--- src/logic/floor_pkg.sv ---
// Floor indices, button and light masks, and request stack sizing
package floor_pkg;

    ////////////////////////////////////////////////////////////
    // Building size
    ////////////////////////////////////////////////////////////

    // Panel floors 1 to 11 map to indices 0 to 10
    localparam int NUM_FLOORS = 11;

    // A lit floor is never pushed twice, so one slot per floor is enough
    localparam int STACK_DEPTH = 11;

    ////////////////////////////////////////////////////////////
    // Types
    ////////////////////////////////////////////////////////////

    typedef logic [3:0] floor_t;

    // One bit per floor, bit 0 is floor 1
    typedef logic [NUM_FLOORS-1:0] floor_mask_t;

    // Fill count and slot index of the request stack
    typedef logic [3:0] stack_ptr_t;

    // Car position after reset
    localparam floor_t GROUND_FLOOR = 4'd0;

endpackage

--- src/logic/car_pkg.sv ---
// Car states and the travel and door timing of the elevator car
package car_pkg;

    ////////////////////////////////////////////////////////////
    // Car state machine
    ////////////////////////////////////////////////////////////

    typedef enum logic [2:0] {
        CAR_STOPPED,
        CAR_UP,
        CAR_DOWN,
        CAR_DOORS,
        CAR_HALTED
    } car_state_t;

    ////////////////////////////////////////////////////////////
    // Timing, in clock cycles
    ////////////////////////////////////////////////////////////

    localparam int FLOOR_TRAVEL_CYCLES = 8;
    localparam int DOOR_DWELL_CYCLES   = 4;

    // Must hold the larger of the two loads
    typedef logic [3:0] timer_count_t;

endpackage

--- src/logic/request_stack.sv ---
// Last-in, first-out store of the accepted floor requests
`timescale 1ns/100ps

module request_stack
    import floor_pkg::*;
(
    input  logic   clock,
    input  logic   reset_n,
    input  logic   clear,
    input  logic   push,
    input  logic   pop,
    input  floor_t push_floor,
    output floor_t top_floor,
    output logic   stack_empty
);

    floor_t     entries [STACK_DEPTH];
    stack_ptr_t fill;
    stack_ptr_t head;
    stack_ptr_t write_ptr;
    logic       do_pop;
    logic       do_push;

    assign stack_empty = (fill == '0);
    assign do_pop      = pop && !stack_empty;
    assign do_push     = push && (do_pop || (fill < stack_ptr_t'(STACK_DEPTH)));

    // A pop closes the gap first, so a push in the same cycle lands one slot lower
    assign write_ptr = do_pop ? fill - 1'b1 : fill;

    // Head is the floor the car works on
    // It is locked until served, and later pushes stack above it
    assign top_floor = stack_empty ? GROUND_FLOOR : entries[head];

    ////////////////////////////////////////////////////////////
    // Fill count and head slot
    ////////////////////////////////////////////////////////////

    always_ff @(posedge clock or negedge reset_n) begin
        if (!reset_n) begin
            fill <= '0;
            head <= '0;
        end else if (clear) begin
            fill <= '0;
            head <= '0;
        end else if (do_pop && do_push) begin
            // The fresh push becomes the next job
            head <= fill - 1'b1;
        end else if (do_pop) begin
            fill <= fill - 1'b1;
            head <= (fill > 4'd1) ? fill - 4'd2 : '0;
        end else if (do_push) begin
            fill <= fill + 1'b1;
        end
    end

    ////////////////////////////////////////////////////////////
    // Entry storage
    ////////////////////////////////////////////////////////////

    always_ff @(posedge clock) begin
        if (do_pop) begin
            // Served entry leaves, newer ones slide down one slot
            for (int i = 0; i < STACK_DEPTH - 1; i++) begin
                if (stack_ptr_t'(i) >= head) begin
                    entries[i] <= entries[i + 1];
                end
            end
        end
        if (do_push && !clear) begin
            entries[write_ptr] <= push_floor;
        end
    end

endmodule

--- src/logic/request_lights.sv ---
// Accepts panel and call presses, drives the button lights and pushes requests
`timescale 1ns/100ps

module request_lights
    import floor_pkg::*;
(
    input  logic        clock,
    input  logic        reset_n,
    input  floor_mask_t panel_buttons,
    input  floor_mask_t call_buttons,
    input  floor_t      current_floor,
    input  logic        halted,
    input  logic        arrive,
    output floor_mask_t panel_lights,
    output floor_mask_t call_lights,
    output logic        push,
    output floor_t      push_floor
);

    floor_mask_t busy;
    floor_mask_t panel_ok;
    floor_mask_t call_ok;
    logic        panel_hit;
    logic        call_hit;
    floor_t      panel_pick;
    floor_t      call_pick;
    logic        accept;
    floor_t      pick;

    ////////////////////////////////////////////////////////////
    // Acceptance and priority
    ////////////////////////////////////////////////////////////

    // Floors already lit, and the one the car stands at, are refused
    always_comb begin
        for (int i = 0; i < NUM_FLOORS; i++) begin
            busy[i] = panel_lights[i] | call_lights[i] | (current_floor == floor_t'(i));
        end
        panel_ok = panel_buttons & ~busy;
        call_ok  = call_buttons & ~busy;
    end

    // Downward scan, the lowest pressed floor is kept last
    always_comb begin
        panel_hit  = 1'b0;
        call_hit   = 1'b0;
        panel_pick = GROUND_FLOOR;
        call_pick  = GROUND_FLOOR;
        for (int i = NUM_FLOORS - 1; i >= 0; i--) begin
            if (panel_ok[i]) begin
                panel_hit  = 1'b1;
                panel_pick = floor_t'(i);
            end
            if (call_ok[i]) begin
                call_hit  = 1'b1;
                call_pick = floor_t'(i);
            end
        end
    end

    // One request per cycle, panel first
    assign accept = !halted && !arrive && (panel_hit || call_hit);
    assign pick   = panel_hit ? panel_pick : call_pick;

    ////////////////////////////////////////////////////////////
    // Lights and push
    ////////////////////////////////////////////////////////////

    always_ff @(posedge clock or negedge reset_n) begin
        if (!reset_n) begin
            panel_lights <= '0;
            call_lights  <= '0;
            push         <= 1'b0;
        end else if (halted) begin
            panel_lights <= '0;
            call_lights  <= '0;
            push         <= 1'b0;
        end else begin
            push <= accept;
            if (arrive) begin
                panel_lights[current_floor] <= 1'b0;
                call_lights[current_floor]  <= 1'b0;
            end
            if (accept && panel_hit) begin
                panel_lights[panel_pick] <= 1'b1;
            end else if (accept) begin
                call_lights[call_pick] <= 1'b1;
            end
        end
    end

    always_ff @(posedge clock) begin
        if (accept) begin
            push_floor <= pick;
        end
    end

endmodule

--- src/logic/travel_timer.sv ---
// Down-counter for the time between floors and the door dwell time
`timescale 1ns/100ps

module travel_timer
    import car_pkg::*;
(
    input  logic clock,
    input  logic reset_n,
    input  logic start,
    input  logic dwell,
    output logic done
);

    timer_count_t count;

    // Start always reloads, even while a count is running
    always_ff @(posedge clock or negedge reset_n) begin
        if (!reset_n) begin
            count <= '0;
        end else if (start) begin
            if (dwell) begin
                count <= timer_count_t'(DOOR_DWELL_CYCLES);
            end else begin
                count <= timer_count_t'(FLOOR_TRAVEL_CYCLES);
            end
        end else if (count != '0) begin
            count <= count - 1'b1;
        end
    end

    // Last cycle of the count
    // A start in that same cycle gives back-to-back periods
    assign done = (count == timer_count_t'(1));

endmodule

--- src/logic/car_fsm.sv ---
// Car state machine that moves the car floor by floor and runs the doors
`timescale 1ns/100ps

module car_fsm
    import floor_pkg::*;
    import car_pkg::*;
(
    input  logic   clock,
    input  logic   reset_n,
    input  logic   power_switch,
    input  logic   emergency_button,
    input  logic   door_open_button,
    input  logic   door_close_button,
    input  floor_t top_floor,
    input  logic   stack_empty,
    input  logic   timer_done,
    output logic   timer_start,
    output logic   timer_dwell,
    output logic   halted,
    output logic   arrive,
    output floor_t current_floor,
    output logic   car_moving,
    output logic   car_up,
    output logic   door_open,
    output logic   door_open_allowed,
    output logic   door_close_allowed
);

    car_state_t state;
    car_state_t next_state;
    floor_t     target;
    floor_t     next_floor;
    logic       halt_req;
    logic       standing;

    assign halt_req = !power_switch || emergency_button;

    ////////////////////////////////////////////////////////////
    // Next state, floor step and timer control
    ////////////////////////////////////////////////////////////

    always_comb begin
        next_state  = state;
        next_floor  = current_floor;
        timer_start = 1'b0;
        timer_dwell = 1'b0;
        if (halt_req) begin
            next_state = CAR_HALTED;
        end else begin
            case (state)
                CAR_STOPPED: begin
                    if (!stack_empty) begin
                        timer_start = 1'b1;
                        if (top_floor > current_floor) begin
                            next_state = CAR_UP;
                        end else if (top_floor < current_floor) begin
                            next_state = CAR_DOWN;
                        end else begin
                            next_state  = CAR_DOORS;
                            timer_dwell = 1'b1;
                        end
                    end
                end
                CAR_UP, CAR_DOWN: begin
                    if (timer_done) begin
                        if (state == CAR_UP) begin
                            next_floor = current_floor + 1'b1;
                        end else begin
                            next_floor = current_floor - 1'b1;
                        end
                        // Next floor's run, or the dwell if this is the stop
                        timer_start = 1'b1;
                        if (next_floor == target) begin
                            next_state  = CAR_DOORS;
                            timer_dwell = 1'b1;
                        end
                    end
                end
                CAR_DOORS: begin
                    if (timer_done) begin
                        next_state = CAR_STOPPED;
                    end
                end
                CAR_HALTED: next_state = CAR_STOPPED;
                default:    next_state = CAR_STOPPED;
            endcase
        end
    end

    always_ff @(posedge clock or negedge reset_n) begin
        if (!reset_n) begin
            state         <= CAR_STOPPED;
            current_floor <= GROUND_FLOOR;
            arrive        <= 1'b0;
        end else begin
            state         <= next_state;
            current_floor <= next_floor;
            // First cycle in CAR_DOORS
            arrive        <= (next_state == CAR_DOORS) && (state != CAR_DOORS);
        end
    end

    // Sampled on every stopped cycle, so it holds the value seen at departure
    always_ff @(posedge clock) begin
        if (state == CAR_STOPPED) begin
            target <= top_floor;
        end
    end

    ////////////////////////////////////////////////////////////
    // Status and door permissions
    ////////////////////////////////////////////////////////////

    assign halted     = (state == CAR_HALTED);
    assign car_moving = (state == CAR_UP) || (state == CAR_DOWN);
    assign car_up     = (state == CAR_UP);
    assign door_open  = (state == CAR_DOORS);

    // Power-off lands in CAR_HALTED, so it is covered here too
    assign standing           = (state == CAR_STOPPED) || (state == CAR_DOORS);
    assign door_open_allowed  = door_open_button && standing;
    assign door_close_allowed = door_close_button && standing;

endmodule

--- src/logic/elevator_top.sv ---
// Elevator floor controller with request lights, request stack and car control
`timescale 1ns/100ps

module elevator_top
    import floor_pkg::*;
(
    input  logic        clock,
    input  logic        reset_n,
    input  floor_mask_t panel_buttons,
    input  floor_mask_t call_buttons,
    input  logic        door_open_button,
    input  logic        door_close_button,
    input  logic        emergency_button,
    input  logic        power_switch,
    output floor_mask_t panel_lights,
    output floor_mask_t call_lights,
    output floor_t      current_floor,
    output logic        car_moving,
    output logic        car_up,
    output logic        door_open,
    output logic        door_open_allowed,
    output logic        door_close_allowed
);

    // Car to timer
    logic   timer_start;
    logic   timer_dwell;
    logic   timer_done;

    // Car to lights and stack
    logic   halted;
    logic   arrive;

    // Lights to stack, and stack back to the car
    logic   push;
    floor_t push_floor;
    floor_t top_floor;
    logic   stack_empty;

    car_fsm u_car_fsm (
        .clock              (clock),
        .reset_n            (reset_n),
        .power_switch       (power_switch),
        .emergency_button   (emergency_button),
        .door_open_button   (door_open_button),
        .door_close_button  (door_close_button),
        .top_floor          (top_floor),
        .stack_empty        (stack_empty),
        .timer_done         (timer_done),
        .timer_start        (timer_start),
        .timer_dwell        (timer_dwell),
        .halted             (halted),
        .arrive             (arrive),
        .current_floor      (current_floor),
        .car_moving         (car_moving),
        .car_up             (car_up),
        .door_open          (door_open),
        .door_open_allowed  (door_open_allowed),
        .door_close_allowed (door_close_allowed)
    );

    travel_timer u_travel_timer (
        .clock   (clock),
        .reset_n (reset_n),
        .start   (timer_start),
        .dwell   (timer_dwell),
        .done    (timer_done)
    );

    request_stack u_request_stack (
        .clock       (clock),
        .reset_n     (reset_n),
        .clear       (halted),
        .push        (push),
        .pop         (arrive),
        .push_floor  (push_floor),
        .top_floor   (top_floor),
        .stack_empty (stack_empty)
    );

    request_lights u_request_lights (
        .clock         (clock),
        .reset_n       (reset_n),
        .panel_buttons (panel_buttons),
        .call_buttons  (call_buttons),
        .current_floor (current_floor),
        .halted        (halted),
        .arrive        (arrive),
        .panel_lights  (panel_lights),
        .call_lights   (call_lights),
        .push          (push),
        .push_floor    (push_floor)
    );

endmodule

--- config.mk ---
export PLATFORM = sky130hd
export DESIGN_NAME = elevator_top
export DESIGN_NICKNAME = d
export VERILOG_FILES = /design/src/logic/floor_pkg.sv /design/src/logic/car_pkg.sv /design/src/logic/request_stack.sv /design/src/logic/request_lights.sv /design/src/logic/travel_timer.sv /design/src/logic/car_fsm.sv /design/src/logic/elevator_top.sv
export SDC_FILE = /design/constraint.sdc
export NUM_CORES = 1
export LEC_CHECK = 0
export BUFFER_PORTS_ARGS = -buffer_cell sky130_fd_sc_hd__buf_2
export CORE_UTILIZATION = 55
export DETAILED_ROUTE_END_ITERATION = 6
export PLACE_DENSITY = 0.83
export SYNTH_ARGS = -nofsm -noshare
export SYNTH_HDL_FRONTEND = slang
export SYNTH_SLANG_ARGS = --single-unit
--- constraint.sdc ---
create_clock -name clock -period 5.3 [get_ports clock]
set_input_delay 0.265 -clock clock [delete_from_list [all_inputs] [get_ports clock]]
set_output_delay 0.265 -clock clock [all_outputs]
set_load 0.005 [all_outputs]
==> flow_metrics.tcl, run 1 <==
set metrics [dict create \
    status "finished clean" \
    finalMaxSlewViolations 0 \
    yosysTopAreaCell "edfxtp_1" \
    crit_chain "mux4_2, mux4_2, and2_1, ha_1, nor2b_1, o21ai_0, nand2b_1, a21oi_1, o31ai_1, mux2_2" \
    cts.sinks 115 \
    post-synth-top-area-fraction_pct 31.38 \
    avgSynthCellArea_um2 11.50 \
    max_stage_delay_ns 1.04 \
    detail_route.wl_per_cell_um 20.18 \
    multiInputGateArea_um2 3416 \
    yosys_warnings 0 \
    synth-seq-cells 115 \
    htreeDepth 4 \
    synthCells 599 \
    drcViolationCount 0 \
    relSlewSlack_pct 29.79 \
    irDropWorstVdd_uv 174.3 \
    grt_max_degree 44 \
    critPathKind "flip-flop to flip-flop" \
    diodes 0 \
    worstPathArrival_ns 4.20 \
    syn_to_final_growth_pct 12.69 \
    ant_nets 0 \
    cts_setup_buffers 0 \
    die_area_um2 12980 \
    startpoint "u_request_stack.head[0]$_DFFE_PN0P_" \
    numCtsBuffers 17 \
    final.period_utilization_pct 73.41 \
    cp_slowest_cell "dfrtp_1" \
    max-clock-path-buffers 2 \
    required_ns 5.61 \
    vias 5282 \
    grt_pass1_vias 5314 \
    hold_viol_final 0 \
    worst_pin_slew_ns 1.053 \
    grt_setup_unrepaired "no" \
    root_buffer "clkbuf_16" \
    track_usage_pct 27.81 \
    synth_cell_types 80 \
    syn_area_um2 6890 \
    fin_nets 693 \
    fin_crit_ns 3.891 \
    final_common_cell "edfxtp_1" \
    chipHeight_um 113.9 \
    total_power_w 0.002276 \
    drt-total-wl_mm 16.69 \
    powerDensity_nw_per_um2 293.1 \
    timing.rr.start "u_request_stack.head[0]$_DFFE_PN0P_" \
    ys_seq_area_share_pct 46.99 \
    fmax_mhz 257.0 \
    layout-drive-gt1-share_pct 27.62 \
    fin_tns_setup_ns 0 \
    path_clk_slew_ns 0.06 \
    antenna_found_initial 0 \
    grt-ovfl-total 0 \
    dieWidth_um 113.9 \
    start_kind "flip-flop" \
    finalSetupViolCount 0 \
    initial_utilization_pct 56.89 \
    place.gp.congestion 0.9345 \
    via_per_inst 6.387 \
    crit_path_frequent_cell "mux4_2" \
    synth_area_leaders "edfxtp_1, dfrtp_1, mux4_2" \
    ios 59 \
    cts_hold_buffers 0 \
    leakage_nw 3.037 \
    fill_cells 948 \
    crit_path_max_fanout 22 \
    worstSkewPairLatency_ns 0.43 \
    fin_area_um2 7765 \
    cts_resized 0 \
    core_area_um2 12110 \
    drv_cap 0 \
    dp_hpwl_mm 11.93 \
    io_buffers 58 \
    synth_nets 646 \
    hold_class "primary input to async pin" \
    num_rows 40 \
    first_pass_iters 5 \
    final_cell_mix "edfxtp_1, buf_2, nor2_1, nand2_1, dfrtp_1" \
    synth_ff_type "edfxtp_1" \
    synth_edf_count 72 \
    cts_tree "built" \
    place_area_um2 7222 \
    dr.first_iter.drc_count 441 \
    async_reset_ff_share_pct 37.39 \
    ff_latch_area_um2 3238 \
    grt_pass1_wl_mm 27.30 \
    finalClockSkew_ns 0.006433 \
    endpoint_kind "flip-flop" \
]
[state kept, by name (all words and copies together), names as in the netlist]
signal                         cells
u_request_lights.push              1
u_request_stack.entries           64
u_request_lights.push_floor        4
u_request_lights.panel_lights     11
u_car_fsm.current_floor            4
u_car_fsm.state                    3
u_car_fsm.target                   4
u_car_fsm.arrive                   1
u_request_lights.call_lights      11
u_request_stack.fill               4
u_request_stack.head               4
u_travel_timer.count               4
[critical path, delay by kind of cell, from the launching register on]
family | cells | cell delay (ns)
DFF | 1 | 1.04
muxes | 3 | 1.37
and+or+nand+nor | 3 | 0.42
adders and majority gates | 1 | 0.29
AOI/OAI and AO/OA | 3 | 0.65
[cell families after synthesis]
family / count (synthesis) / share of synthesized area, %
compound gates: 111 / 11.10
xor+xnor: 17 / 2.161
fa+ha+maj: 19 / 3.450
buf+inv: 47 / 3.504
flops: 115 / 46.99
mux: 65 / 14.33
simple gates: 225 / 18.47
[synth_stat cells, types with 15 or more instances]
library cell and number:
inv_1 15, mux4_2 19, mux2_2 31, nor3_1 15, o21ai_0 17, nor2_1 49
nand2_1 48, ha_1 19, edfxtp_1 72, dfrtp_1 43, a21oi_1 16, xnor2_1 15
nand3_1 15
[where the power goes]
part           internal (W)  leakage [nW]  switching, W
logic             0.0000866          1.55      0.000130
registers          0.000975          1.23     0.0000302
clock network      0.000638         0.257      0.000418
[through the flow]
stage,utilization [%],setup slack (ns),instances,hold slack [ns]
6_report,64.11,1.409,827,0.008941
5_1_grt,64.11,1.175,827,0.08800
4_1_cts,64.11,1.382,827,0.03651
3_5_place_dp,59.63,1.461,795,0.4852
3_3_place_gp,59.63,1.609,795,0.4543
2_1_floorplan,-,2.057,599,-0.03059
[per-layer routing]
layer	up-vias	GRT usage, %	part of all wire [%]
met5	-	0	0
met4	0	14.98	3.9
met3	69	6.164	7.7
met2	321	45.94	49
met1	2543	34.11	39
li1	2349	-	-
[final timing paths]
check | end | slack (ns) | cells after the start
max | u_travel_timer.count[2]$_DFFE_PN0P_ | 1.41 | 10
min | u_request_lights.call_lights[7]$_DFF_PN0_ | 0.009 | 1
max reg2reg | u_travel_timer.count[2]$_DFFE_PN0P_ | 1.41 | 10
min reg2reg | u_request_lights.panel_lights[8]$_DFF_PN0_ | 0.52 | 2
max in group asynchronous | u_travel_timer.count[3]$_DFFE_PN0P_ | 4.67 | 1
min in group clock | u_car_fsm.state[2]$_DFF_PN0_ | 0.09 | 2
[layout make-up]
class,instances,share of cell area (%)
multi-input combinational,437,43.99
clock inverter,14,1.466
clock buffer,18,5.527
inverter,16,0.7734
timing repair buffer,59,3.835
sequential,115,41.70
tap,168,2.707
Power figures use the tool's default switching activity.
==> inputs of run 2 (changes only) <==
Settings changed: ABC_AREA set to 1, PLACE_DENSITY 0.83 to 0.84.
Clock period 5.3 ns to 4.1 ns, I/O delays scaled along.
==> flow_metrics.tcl, run 2 <==
set metrics [dict create \
    ios 59 \
    relSlewSlack_pct 29.41 \
    endpoint_kind "flip-flop" \
    syn_to_final_growth_pct 15.81 \
    htreeDepth 4 \
    synth_nets 793 \
    root_buffer "clkbuf_16" \
    synth.most_common_cell "nand2_1" \
    irDropWorstVdd_uv 367.1 \
    largest_reg_flops 64 \
    drt-total-wl_mm 16.30 \
    synth_common_cells "nand2_1, o21ai_0, edfxtp_1" \
    syn_area_um2 6520 \
    via_per_inst 5.998 \
    worstSkewPairLatency_ns 0.42 \
    cts_hold_buffers 1 \
    ys_seq_area_share_pct 49.66 \
    initial_utilization_pct 56.86 \
    rrSetupSlack_ns 0.47 \
    fin_tns_setup_ns 0 \
    final_common_cell "nand2_1" \
    synth_cell_types 47 \
    fin_nets 857 \
    start_kind "flip-flop" \
    synth_area_leaders "edfxtp_1, dfrtp_1, nand2_1" \
    regMostFlops "u_request_stack.entries" \
    antenna_found_initial 0 \
    chipHeight_um 110.9 \
    synth-seq-cells 115 \
    min_path_cells 3 \
    cts.sinks 115 \
    grt_pass1_wl_mm 27.10 \
    max-clock-path-buffers 2 \
    die_area_um2 12290 \
    status "finished clean" \
    min_to "u_car_fsm.state[2]$_DFF_PN0_" \
    vias 5794 \
    detail_route.wl_per_cell_um 16.87 \
    ant_nets 0 \
    fill_cells 868 \
    required_ns 4.41 \
    post-synth-top-area-fraction_pct 33.16 \
    grt-ovfl-total 0 \
    final.period_utilization_pct 88.54 \
    async_reset_ff_share_pct 37.39 \
    place.gp.congestion 0.9814 \
    timing.rr.start "u_request_stack.head[1]$_DFFE_PN0P_" \
    path_clk_slew_ns 0.05 \
    dr.first_iter.drc_count 562 \
    leakage_nw 3.254 \
    min-delay-start "emergency_button" \
    cts_resized 0 \
    io_buffers 58 \
    hold_viol_final 0 \
    finalClockSkew_ns 0.005626 \
    hold_class "primary input to flip-flop" \
    reg2regPathDepth 14 \
    synth_ff_type "edfxtp_1" \
    worstPathArrival_ns 3.95 \
    yosysTopAreaCell "edfxtp_1" \
    cts_tree "built" \
    grt_setup_unrepaired "no" \
    synth_edf_count 72 \
    fin_crit_ns 3.630 \
    drcViolationCount 0 \
    yosys_warnings 0 \
    finalMaxSlewViolations 0 \
    r2r_end "u_car_fsm.arrive$_DFF_PN0_" \
    first_pass_iters 6 \
    reg_top3 "u_request_stack.entries (64), u_request_lights.call_lights (11), u_request_lights.panel_lights (11)" \
    diodes 0 \
    dieWidth_um 110.9 \
    dp_cells 933 \
    drv_cap 0 \
    layout-drive-gt1-share_pct 17.50 \
    core_area_um2 11470 \
    power_frac_seq_pct 41.3 \
    dp_hpwl_mm 11.66 \
    switching_share_pct 25.84 \
    finalSetupViolCount 0 \
    grt_max_degree 44 \
    cts_setup_buffers 0 \
    synthCells 746 \
    clkPwrFrac_pct 47.6 \
    fmax_mhz 275.5 \
    internal-power_w 0.002349 \
    numCtsBuffers 17 \
    avgSynthCellArea_um2 8.740 \
    grt_pass1_vias 5559 \
    final_cell_count_no_fill 966 \
    power_frac_comb_pct 11.1 \
    crit_path_max_fanout 16 \
    num_rows 39 \
    final_cell_mix "nand2_1, o21ai_0, edfxtp_1, nor2_1, inv_1" \
    track_usage_pct 28.47 \
    worst_pin_slew_ns 1.055 \
    powerDensity_nw_per_um2 419.4 \
    critPathKind "flip-flop to flip-flop" \
    switchingPower_w 0.0008184 \
]
-- run 2: cell families after synthesis --
family | Yosys count | share of synthesized area (%)
AO/OA/AOI/OAI | 190 | 16.81
XOR/XNOR | 12 | 1.612
adder cells (fa/ha/maj) | 19 | 3.646
buffers and inverters | 95 | 5.757
flip-flops | 115 | 49.66
AND/OR/NAND/NOR | 315 | 22.51
-- run 2: cell type report --
type | instances | area (um2) | share of cell area, %
multi-input combinational | 536 | 2909 | 38.53
inverter | 79 | 300.3 | 3.977
clock buffer | 17 | 425.4 | 5.634
clock inverter | 15 | 183.9 | 2.436
sequential | 115 | 3238 | 42.88
timing repair buffer | 61 | 315.3 | 4.176
tap | 143 | 178.9 | 2.370
-- run 2: metal layers --
layer	wire length (um)	up-vias	track usage [%]
li1	-	2711	-
met1	6685	2664	37.89
met2	7481	348	44.22
met3	1544	71	6.889
met4	590	0	12.98
met5	0	-	0
-- run 2: power by group through the flow --
| stage | combinational (W) | clock (W) | sequential [W] |
|---|---|---|---|
| after CTS | 0.000346 | 0.00152 | 0.00131 |
| after global placement | 0.000335 | 0 | 0.00133 |
| after global routing | 0.000394 | 0.00158 | 0.00131 |
| final | 0.000350 | 0.00151 | 0.00131 |
| after detailed placement | 0.000342 | 0 | 0.00133 |
| after floorplan | 0.000254 | 0 | 0.00132 |
-- run 2: worst max-delay path by stage --
stage / start / depth (start not counted) / slack (ns) / endpoint
after floorplan: u_request_stack.head[0]$_DFFE_PN0P_ / 15 / 1.42 / u_car_fsm.arrive$_DFF_PN0_
after global placement: u_request_stack.head[1]$_DFFE_PN0P_ / 16 / 0.82 / u_car_fsm.arrive$_DFF_PN0_
after detailed placement: u_request_stack.head[1]$_DFFE_PN0P_ / 14 / 0.65 / u_car_fsm.arrive$_DFF_PN0_
after CTS: u_request_stack.head[1]$_DFFE_PN0P_ / 14 / 0.59 / u_car_fsm.arrive$_DFF_PN0_
after global routing: u_request_stack.head[1]$_DFFE_PN0P_ / 16 / 0.14 / u_car_fsm.arrive$_DFF_PN0_
final: u_request_stack.head[1]$_DFFE_PN0P_ / 14 / 0.47 / u_car_fsm.arrive$_DFF_PN0_
-- run 2: worst max-delay path, stage by stage, from the launching register on --
cell	delay, ns
dfrtp_1	0.51
inv_1	0.19
nor2_1	0.83
a22oi_1	0.21
o221ai_1	0.25
nand2_1	0.08
a31oi_1	0.31
ha_1	0.33
a21oi_1	0.16
o21a_1	0.14
inv_1	0.06
a211oi_1	0.27
nand2_1	0.09
nand2_1	0.06
nor2_1	0.04
-- run 2: metrics by stage --
step / hold slack [ns] / cell area, um2 / worst slack, ns / utilization (%) / total power, W
global route: 0.08119 / 7551 / 0.1382 / 65.85 / 0.003288
floorplan: -0.09059 / 6520 / 1.421 / - / 0.001574
finish: 0.05646 / 7551 / 0.4699 / 65.85 / 0.003167
CTS: 0.04710 / 7551 / 0.5900 / 65.85 / 0.003176
global placement: 0.4348 / 6932 / 0.8184 / 60.45 / 0.001664
detailed placement: 0.4323 / 6932 / 0.6450 / 60.45 / 0.001672
